--- src/design/replay_trace_pkg.sv ---
package replay_trace_pkg;

    // input word and alignment geometry
    localparam int AXI_WIDTH              = 64;
    localparam int PACKET_ALIGNMENT       = 8;
    localparam int PACKET_ALIGNMENT_WIDTH = 3;
    localparam int AXI_OFFSET_WIDTH       = 6;

    // logging unit geometry
    localparam int LOGGING_UNIT_WIDTH   = 248;
    localparam int OFFSET_WIDTH         = 8;
    localparam int ALIGNED_OFFSET_WIDTH = OFFSET_WIDTH - PACKET_ALIGNMENT_WIDTH;

    // alignment units inside one word, and the index into them
    localparam int AXI_ALIGNED_WIDTH        = AXI_WIDTH / PACKET_ALIGNMENT;
    localparam int AXI_ALIGNED_OFFSET_WIDTH = AXI_OFFSET_WIDTH - PACKET_ALIGNMENT_WIDTH;
    // alignment units across the HI and LO halves together
    localparam int SHIFT_ALIGNED_WIDTH      = 2 * AXI_ALIGNED_WIDTH;

    // words per record, plus counter and slot index widths for assembly
    localparam int NUM_AXI        = (LOGGING_UNIT_WIDTH - 1) / AXI_WIDTH + 1;
    localparam int ASM_CNT_WIDTH  = 3;
    localparam int SLOT_IDX_WIDTH = 2;

    // trace length and replayed counters
    localparam int REPLAY_BITS_WIDTH = 32;
    localparam int AXI_CNT_WIDTH     = REPLAY_BITS_WIDTH - AXI_OFFSET_WIDTH;
    localparam int PKT_CNT_WIDTH     = REPLAY_BITS_WIDTH - PACKET_ALIGNMENT_WIDTH;

    typedef logic [AXI_WIDTH-1:0]                axi_word_t;
    typedef logic [LOGGING_UNIT_WIDTH-1:0]       unit_t;
    typedef logic [OFFSET_WIDTH-1:0]             bit_len_t;
    typedef logic [ALIGNED_OFFSET_WIDTH-1:0]     aligned_len_t;
    typedef logic [AXI_ALIGNED_OFFSET_WIDTH-1:0] aligned_off_t;
    typedef logic [REPLAY_BITS_WIDTH-1:0]        replay_cnt_t;

    // upper half of the shift buffer
    typedef enum logic [0:0] {
        HI_EMPTY,
        HI_FULL
    } hi_state_e;

    // lower half of the shift buffer
    typedef enum logic [1:0] {
        LO_EMPTY,
        LO_HEADER,
        LO_BODY
    } lo_state_e;

    // assembly buffer
    typedef enum logic [1:0] {
        ASM_WAIT_HEADER,
        ASM_WAIT_BODY,
        ASM_DONE
    } asm_state_e;

endpackage

--- src/design/hi_stage.sv ---
`timescale 1ns/1ns

module hi_stage (
    input  logic                           clk,
    input  logic                           sync_rst_n,
    input  replay_trace_pkg::axi_word_t    in_data,
    input  logic                           in_empty,
    input  logic                           out_almfull,
    input  logic                           hi_lo_shift,
    input  replay_trace_pkg::replay_cnt_t  replay_bits,
    output logic                           in_rd_en,
    output replay_trace_pkg::axi_word_t    hi_word,
    output logic                           hi_full
);
    import replay_trace_pkg::*;

    hi_state_e                hi_state;
    hi_state_e                hi_state_next;
    // any load into HI, real word or padding
    logic                     hi_load;
    // trailing all-zero word once the whole trace is in
    logic                     pad_last;
    replay_cnt_t              padded_bits;
    logic [AXI_CNT_WIDTH-1:0] word_total;
    logic [AXI_CNT_WIDTH-1:0] word_cnt;

    // room in HI when empty or when it moves down this cycle
    // almost-full from the output side throttles reads here
    assign in_rd_en = !in_empty && !out_almfull && (!hi_full || hi_lo_shift);

    // words needed to hold the trace, rounded up
    assign padded_bits = replay_bits + replay_cnt_t'(AXI_WIDTH - 1);
    assign word_total  = padded_bits[REPLAY_BITS_WIDTH-1:AXI_OFFSET_WIDTH];

    // padding only after something was read, and only once
    assign pad_last = (word_cnt != '0) && (word_cnt == word_total) &&
                      (!hi_full || hi_lo_shift);

    assign hi_load = in_rd_en || pad_last;
    assign hi_full = (hi_state == HI_FULL);

    always_ff @(posedge clk) begin
        if (!sync_rst_n) begin
            hi_state <= HI_EMPTY;
        end else begin
            hi_state <= hi_state_next;
        end
    end

    always_comb begin
        case (hi_state)
            HI_EMPTY: begin
                hi_state_next = hi_load ? HI_FULL : HI_EMPTY;
            end
            HI_FULL: begin
                // unload only when nothing refills it in the same cycle
                hi_state_next = (hi_lo_shift && !hi_load) ? HI_EMPTY : HI_FULL;
            end
            default: begin
                hi_state_next = HI_EMPTY;
            end
        endcase
    end

    // counts real and padding words alike
    always_ff @(posedge clk) begin
        if (!sync_rst_n) begin
            word_cnt <= '0;
        end else if (hi_load) begin
            word_cnt <= word_cnt + 1'b1;
        end
    end

    // fifo data has priority over the padding word
    always_ff @(posedge clk) begin
        if (in_rd_en) begin
            hi_word <= in_data;
        end else if (pad_last) begin
            hi_word <= '0;
        end
    end

endmodule

--- src/design/lo_stage.sv ---
`timescale 1ns/1ns

module lo_stage (
    input  logic                           clk,
    input  logic                           sync_rst_n,
    input  replay_trace_pkg::axi_word_t    hi_word,
    input  logic                           hi_full,
    input  replay_trace_pkg::replay_cnt_t  replay_bits,
    output logic                           hi_lo_shift,
    output logic                           asm_valid,
    output replay_trace_pkg::axi_word_t    asm_data,
    output replay_trace_pkg::bit_len_t     asm_len,
    output replay_trace_pkg::replay_cnt_t  rt_replay_bits
);
    import replay_trace_pkg::*;

    lo_state_e    lo_state;
    lo_state_e    lo_state_next;
    axi_word_t    lo_word;
    logic [SHIFT_ALIGNED_WIDTH-1:0][PACKET_ALIGNMENT-1:0] shift_bytes;
    axi_word_t    lo_out_data;
    aligned_off_t lo_valid_off;
    logic         lo_empty;
    logic         lo_out;
    aligned_len_t lo_remain_len;
    aligned_len_t lo_remain_len_reg;
    bit_len_t     off_sum;
    logic         lo_exhaust;
    logic         lo_satisfied;
    logic [PKT_CNT_WIDTH-1:0] pkt_total;
    logic [PKT_CNT_WIDTH-1:0] rt_pkt_cnt;
    logic [PKT_CNT_WIDTH-1:0] rt_pkt_next;
    aligned_len_t rt_pkt_add;
    logic         lo_replay_done;

    // HI on top of LO as a byte array
    assign shift_bytes = {hi_word, lo_word};
    // one word window starting at the valid offset inside LO
    assign lo_out_data = shift_bytes[lo_valid_off +: AXI_ALIGNED_WIDTH];

    assign lo_empty = (lo_state == LO_EMPTY);
    // window may straddle into HI so HI must hold data
    assign lo_out = hi_full && !lo_empty;
    assign hi_lo_shift = hi_full && (lo_empty || (lo_out && lo_exhaust));

    // header decode in LO_HEADER and stored remainder in LO_BODY
    always_comb begin
        case (lo_state)
            LO_HEADER: begin
                lo_remain_len = lo_out_data[PACKET_ALIGNMENT_WIDTH +: ALIGNED_OFFSET_WIDTH];
            end
            LO_BODY: begin
                lo_remain_len = lo_remain_len_reg;
            end
            default: begin
                lo_remain_len = '0;
            end
        endcase
    end

    // widened sum so the offset plus a long remainder cannot wrap
    assign off_sum      = bit_len_t'(lo_remain_len) + bit_len_t'(lo_valid_off);
    // everything left in LO leaves this cycle
    assign lo_exhaust   = (off_sum >= bit_len_t'(AXI_ALIGNED_WIDTH));
    // current window finishes the unit
    assign lo_satisfied = (lo_remain_len <= aligned_len_t'(AXI_ALIGNED_WIDTH));

    always_ff @(posedge clk) begin
        if (!sync_rst_n) begin
            lo_state <= LO_EMPTY;
        end else begin
            lo_state <= lo_state_next;
        end
    end

    always_comb begin
        case (lo_state)
            LO_EMPTY: begin
                lo_state_next = hi_lo_shift ? LO_HEADER : LO_EMPTY;
            end
            LO_HEADER, LO_BODY: begin
                // unit ends here so the next window is a header
                // otherwise a full window went out and HI moved down
                if (lo_out) begin
                    lo_state_next = lo_satisfied ? LO_HEADER : LO_BODY;
                end else begin
                    lo_state_next = lo_state;
                end
            end
            default: begin
                lo_state_next = LO_EMPTY;
            end
        endcase
    end

    // offset advances only when a unit ends inside the window
    // low bits of the sum cover both the in-place and the shifted case
    // a full body window across a shift keeps the offset
    always_ff @(posedge clk) begin
        if (!sync_rst_n) begin
            lo_valid_off <= '0;
        end else if (lo_out && lo_satisfied) begin
            lo_valid_off <= off_sum[AXI_ALIGNED_OFFSET_WIDTH-1:0];
        end
    end

    // remaining body after a full window is read back only in LO_BODY
    always_ff @(posedge clk) begin
        if (lo_out && !lo_satisfied) begin
            lo_remain_len_reg <= lo_remain_len - aligned_len_t'(AXI_ALIGNED_WIDTH);
        end
    end

    always_ff @(posedge clk) begin
        if (hi_lo_shift) begin
            lo_word <= hi_word;
        end
    end

    // replayed count in alignment units
    assign pkt_total   = replay_bits[REPLAY_BITS_WIDTH-1:PACKET_ALIGNMENT_WIDTH];
    assign rt_pkt_next = rt_pkt_cnt + PKT_CNT_WIDTH'(rt_pkt_add);
    // the last counted window has already gone to assembly
    assign lo_replay_done = (pkt_total == rt_pkt_next);

    always_ff @(posedge clk) begin
        if (!sync_rst_n) begin
            rt_pkt_cnt <= '0;
            rt_pkt_add <= '0;
        end else begin
            rt_pkt_cnt <= rt_pkt_next;
            if (lo_out && !lo_replay_done) begin
                rt_pkt_add <= lo_satisfied ? lo_remain_len :
                                             aligned_len_t'(AXI_ALIGNED_WIDTH);
            end else begin
                rt_pkt_add <= '0;
            end
        end
    end

    assign rt_replay_bits = {rt_pkt_cnt, {PACKET_ALIGNMENT_WIDTH{1'b0}}};

    // register barrier in front of the assembler
    always_ff @(posedge clk) begin
        if (!sync_rst_n) begin
            asm_valid <= 1'b0;
        end else begin
            asm_valid <= lo_out && !lo_replay_done;
        end
    end

    always_ff @(posedge clk) begin
        asm_data <= lo_out_data;
        // back to a bit length
        asm_len  <= {lo_remain_len, {PACKET_ALIGNMENT_WIDTH{1'b0}}};
    end

endmodule

--- src/design/unit_assembler.sv ---
`timescale 1ns/1ns

module unit_assembler (
    input  logic                         clk,
    input  logic                         sync_rst_n,
    input  logic                         asm_valid,
    input  replay_trace_pkg::axi_word_t  asm_data,
    input  replay_trace_pkg::bit_len_t   asm_len,
    output replay_trace_pkg::unit_t      out_data,
    output logic                         out_wr_en
);
    import replay_trace_pkg::*;

    asm_state_e asm_state;
    asm_state_e asm_state_next;
    logic [NUM_AXI-1:0][AXI_WIDTH-1:0] slots;
    logic [NUM_AXI*AXI_WIDTH-1:0]      slots_flat;
    // words stored for the current unit
    logic [ASM_CNT_WIDTH-1:0]          trace_axi_cnt;
    // unit length taken from its header word
    bit_len_t                          trace_len;
    // bits covered once the incoming word is stored
    logic [ASM_CNT_WIDTH+AXI_OFFSET_WIDTH-1:0] covered_bits;
    // header word already holds the whole unit
    logic                              head_fits;

    assign head_fits    = (asm_len <= bit_len_t'(AXI_WIDTH));
    assign covered_bits = {ASM_CNT_WIDTH'(trace_axi_cnt + 1'b1), {AXI_OFFSET_WIDTH{1'b0}}};

    always_ff @(posedge clk) begin
        if (!sync_rst_n) begin
            asm_state <= ASM_WAIT_HEADER;
        end else begin
            asm_state <= asm_state_next;
        end
    end

    always_comb begin
        case (asm_state)
            ASM_WAIT_BODY: begin
                if (asm_valid && (trace_len <= covered_bits)) begin
                    asm_state_next = ASM_DONE;
                end else begin
                    asm_state_next = ASM_WAIT_BODY;
                end
            end
            ASM_WAIT_HEADER, ASM_DONE: begin
                // a header may arrive while the previous unit is written out
                if (asm_valid) begin
                    asm_state_next = head_fits ? ASM_DONE : ASM_WAIT_BODY;
                end else begin
                    asm_state_next = ASM_WAIT_HEADER;
                end
            end
            default: begin
                asm_state_next = ASM_WAIT_HEADER;
            end
        endcase
    end

    always_ff @(posedge clk) begin
        if (!sync_rst_n) begin
            trace_axi_cnt <= '0;
            trace_len     <= '0;
        end else if (asm_valid) begin
            if (asm_state == ASM_WAIT_BODY) begin
                trace_axi_cnt <= trace_axi_cnt + 1'b1;
            end else begin
                // header word opens a new unit
                trace_len     <= asm_len;
                trace_axi_cnt <= ASM_CNT_WIDTH'(1);
            end
        end
    end

    // body words fill the next slot, a header always lands in slot 0
    always_ff @(posedge clk) begin
        if (asm_valid) begin
            if (asm_state == ASM_WAIT_BODY) begin
                slots[trace_axi_cnt[SLOT_IDX_WIDTH-1:0]] <= asm_data;
            end else begin
                slots[0] <= asm_data;
            end
        end
    end

    // one write per completed unit, never stalled
    assign out_wr_en  = (asm_state == ASM_DONE);
    assign slots_flat = slots;
    assign out_data   = slots_flat[LOGGING_UNIT_WIDTH-1:0];

endmodule

--- src/design/replay_trace_parser.sv ---
`timescale 1ns/1ns

module replay_trace_parser (
    input  logic                           clk,
    input  logic                           sync_rst_n,
    input  replay_trace_pkg::axi_word_t    in_data,
    output logic                           in_rd_en,
    input  logic                           in_empty,
    input  logic                           out_almfull,
    output replay_trace_pkg::unit_t        out_data,
    output logic                           out_wr_en,
    input  replay_trace_pkg::replay_cnt_t  replay_bits,
    output replay_trace_pkg::replay_cnt_t  rt_replay_bits
);
    import replay_trace_pkg::*;

    // shift buffer between its halves
    axi_word_t hi_word;
    logic      hi_full;
    logic      hi_lo_shift;

    // registered windows into assembly
    logic      asm_valid;
    axi_word_t asm_data;
    bit_len_t  asm_len;

    // upper half, fed by the input fifo
    hi_stage u_hi_stage (
        .clk         (clk),
        .sync_rst_n  (sync_rst_n),
        .in_data     (in_data),
        .in_empty    (in_empty),
        .out_almfull (out_almfull),
        .hi_lo_shift (hi_lo_shift),
        .replay_bits (replay_bits),
        .in_rd_en    (in_rd_en),
        .hi_word     (hi_word),
        .hi_full     (hi_full)
    );

    // lower half, header decode and replayed count
    lo_stage u_lo_stage (
        .clk            (clk),
        .sync_rst_n     (sync_rst_n),
        .hi_word        (hi_word),
        .hi_full        (hi_full),
        .replay_bits    (replay_bits),
        .hi_lo_shift    (hi_lo_shift),
        .asm_valid      (asm_valid),
        .asm_data       (asm_data),
        .asm_len        (asm_len),
        .rt_replay_bits (rt_replay_bits)
    );

    unit_assembler u_unit_assembler (
        .clk        (clk),
        .sync_rst_n (sync_rst_n),
        .asm_valid  (asm_valid),
        .asm_data   (asm_data),
        .asm_len    (asm_len),
        .out_data   (out_data),
        .out_wr_en  (out_wr_en)
    );

endmodule

--- config.mk ---
export PLATFORM = sky130hd
export DESIGN_NAME = replay_trace_parser
export DESIGN_NICKNAME = d
export VERILOG_FILES = /design/src/design/replay_trace_pkg.sv /design/src/design/hi_stage.sv /design/src/design/lo_stage.sv /design/src/design/unit_assembler.sv /design/src/design/replay_trace_parser.sv
export SDC_FILE = /design/constraint.sdc
export NUM_CORES = 1
export LEC_CHECK = 0
export BUFFER_PORTS_ARGS = -buffer_cell sky130_fd_sc_hd__buf_2
export CORE_ASPECT_RATIO = 1.1
export CORE_MARGIN = 1.5
export CORE_UTILIZATION = 54
export CTS_BUF_LIST = sky130_fd_sc_hd__clkbuf_8
export DETAILED_ROUTE_END_ITERATION = 10
export PLACE_DENSITY = 0.78
export SYNTH_ARGS = -nofsm -noshare
export SYNTH_HDL_FRONTEND = slang
export SYNTH_SLANG_ARGS = --single-unit
--- constraint.sdc ---
create_clock -name clk -period 12.1 [get_ports clk]
set_input_delay 0 -clock clk [delete_from_list [all_inputs] [get_ports clk]]
set_output_delay 0 -clock clk [all_outputs]
set_load 0.01 [all_outputs]
==> results.toml <==
[floorplan]
ios = 382
initial_utilization = 0.545
dieArea_mm2 = 0.0426
die_x_um = 197
die_h_um = 216
core_mm2 = 0.0410
core.rowCount = 78

[grt]
grt_pass1_wl_um = 84900
track_usage = 0.260
grt-ovfl-total = 0
antenna_found_initial = 3
grt_max_degree = 102
first_global_vias = 14800

[synth]
ys_seq_area_frac = 0.643
synth_mux_area_frac = 0.0700
synth_top_family_by_area = "simple AND/OR/NAND/NOR gates"
synthCells = 1758
ys_ff_latch = 527
synthXorXnorAreaFrac = 0.0334
async_flop_share = 0
synthSimpleGateAreaFrac = 0.136
ys_warn_count = 0
synthAdderAreaFrac = 0.0141
synth-main-ff-cell = "edfxtp_1"
avgSynthCellArea_um2 = 12.7
synth-edff-count = 381
synth_compound_area_frac = 0.0791
post_synth_num_cell_types = 70
synth_area_mm2 = 0.0224

[layout]
multi_input_area_mm2 = 0.00749
drive_gt1_frac = 0.263
finish.utilization = 0.654
nets = 2319
ff_latch_area_mm2 = 0.0144
largest_reg_flops = 248
fin_cells = 2782
area_delta_synth_final_pct = 19.9
layout_common_cells = "edfxtp_1, buf_2, dfxtp_1"
nFillCells = 3087
final_common_cell = "edfxtp_1"

[place]
io_buffers = 378
dpl_worst_slack_ns = 5.61
dp.cells = 2565
place.gp.congestion = 0.911
dp_hpwl_um = 39500

[power_and_ir_drop]
peakVddDrop_mv = 0.0803
combPwrFrac = 0.040
cellPowerDensity_mw_per_mm2 = 130
pwr-share-seq = 0.568
switchingPower_mw = 0.779
p_leak_nw = 10.0
swShare = 0.223
p_int_mw = 2.71
finalPower_mw = 3.49
pwr-share-clk = 0.392

[timing]
slew_headroom = 0.121
tightest_slew_ns = 1.31
final-hold-violation-count = 0
setup_tns_ns = 0
period_minus_slack_ns = 6.65
final.setup_skew_ns = 0.0255
report.final.slew_viol_count = 0
finalSetupViolations = 0
period_share = 0.550
rsz0062_at_grt = "no"
setup_ws_ns = 5.45
fmax_mhz = 150

[min_path]
min_path_type = "input port to register"

[routing]
avgRoutedWirePerCell_um = 20.1
avgViaCountPerCell = 5.63
vias = 15700
firstDrtPassIters = 8
antenna_left = 0
first_iter_violations = 1211
routed_wl_um = 55900
drc_errors = 0

[outcome]
outcome = "completed"

[clock_tree]
clk_latency_ns = 0.65
cts_max_path_buffers = 3
clock_sinks = 527
tritoncts = "built"
cts_setup_buffers = 0
cts_hold_buf = 67
cts_made_buffers = 81
clkTransAtPathRegs_ns = 0.06
cts_resized = 0
cts_root_buffer = "clkbuf_8"
h-tree-depth = 3

[job]
drv_cap = 0

[critical_path]
cp_max_fo = 67
cp-start-kind = "register"
crit_arrival_ns = 7.16
endpoint_kind = "register"
crit_required_ns = 12.61
worstSetupPathType = "register to register"
==> cell families (layout without fill, tap and decap cells) <==
logic type,Yosys count,in the layout
AO/OA/AOI/OAI,285,285
XOR/XNOR,82,82
adder cells (fa/ha/maj),24,24
buffers and inverters,137,637
flip-flops,527,527
multiplexers,125,125
other,1,5
AND/OR/NAND/NOR,577,577
==> layout make-up <==
type / count / area share
Antenna cell: 2 / 0.000187
Clock buffer: 86 / 0.0442
Clock inverter: 62 / 0.0121
Inverter: 30 / 0.00420
Multi-Input combinational cell: 1096 / 0.279
Sequential cell: 527 / 0.536
Tap cell: 520 / 0.0243
Timing Repair Buffer: 459 / 0.0995
==> worst max-delay path, stage by stage, from the launching register on <==
cell and delay (ns):
dfxtp_4 0.74, buf_4 0.83, mux2_2 0.44, mux4_2 0.51, a22oi_1 0.16, nor2b_1 0.13
ha_1 0.25, fa_1 0.42, a21oi_1 0.25, xnor2_1 0.18, a32o_1 0.28, nor3_2 0.06
buf_4 0.27, a31oi_2 1.07, inv_2 0.02, buf_4 0.41, and3_1 0.28, mux2i_1 0.12
==> path summary, 6_finish.rpt <==
| path | depth (start not counted) | slack [ns] | start | endpoint |
|---|---|---|---|---|
| max reg2reg | 17 | 5.45 | u_lo_stage.lo_valid_off[1] | u_hi_stage.word_cnt[15] |
| max | 17 | 5.45 | u_lo_stage.lo_valid_off[1] | u_hi_stage.word_cnt[15] |
| min reg2reg | 0 | 0.41 | u_hi_stage.hi_word[57] | u_lo_stage.lo_word[57] |
| min | 5 | 0.08 | in_empty | u_hi_stage.word_cnt[23] |
==> metrics by stage <==
step,instance area [um2],hold WS (ns)
4_1_cts,26800,0.0325
5_1_grt,26800,0.118
3_3_place_gp,24600,0.281
2_1_floorplan,22400,0.138
3_5_place_dp,24600,0.283
6_report,26800,0.0785
==> Yosys cell counts (7+ instances only) <==
library cell  number  share of area
clkbuf_1          80          0.013
nor3b_1            7         0.0024
ha_1              22          0.012
nor4b_1            7         0.0027
a21o_1             9         0.0030
a31oi_1            7         0.0020
xnor2_1           54          0.021
edfxtp_1         381           0.51
nor4_1            14         0.0039
inv_1             26         0.0044
and2_1            77          0.022
dfxtp_1          146           0.13
xor2_1            26          0.010
a21oi_1           91          0.020
and3_1            19         0.0053
or4_1             10         0.0034
nand3_1           41         0.0092
nor2b_1           77          0.022
buf_1             19         0.0032
mux2i_1           63          0.028
a211oi_1          15         0.0050
nand2b_1          10         0.0028
nor2_1            94          0.016
o31ai_1           13         0.0044
o211ai_1           8         0.0027
or3_1             21         0.0059
nor3_1            24         0.0054
a31o_2             9         0.0035
nand2_1          131          0.022
nand4_1           21         0.0059
o21ai_0           86          0.019
mux2_2            41          0.021
mux4_2            21          0.021
==> power by group through the flow <==
stage	Clock [mW]	Sequential, mW	Combinational (mW)
2_1_floorplan	0	2.01	0.0746
3_3_place_gp	0	2.02	0.117
3_5_place_dp	0	2.02	0.119
4_1_cts	1.40	1.98	0.137
5_1_grt	1.47	1.98	0.150
6_report	1.37	1.98	0.138
==> layer usage <==
layer	global-route usage	wire, um
met1	0.358	23800
met2	0.414	26200
met3	0.0521	4510
met4	0.0913	1350
met5	0	7
(Power assumes the default switching activity.)
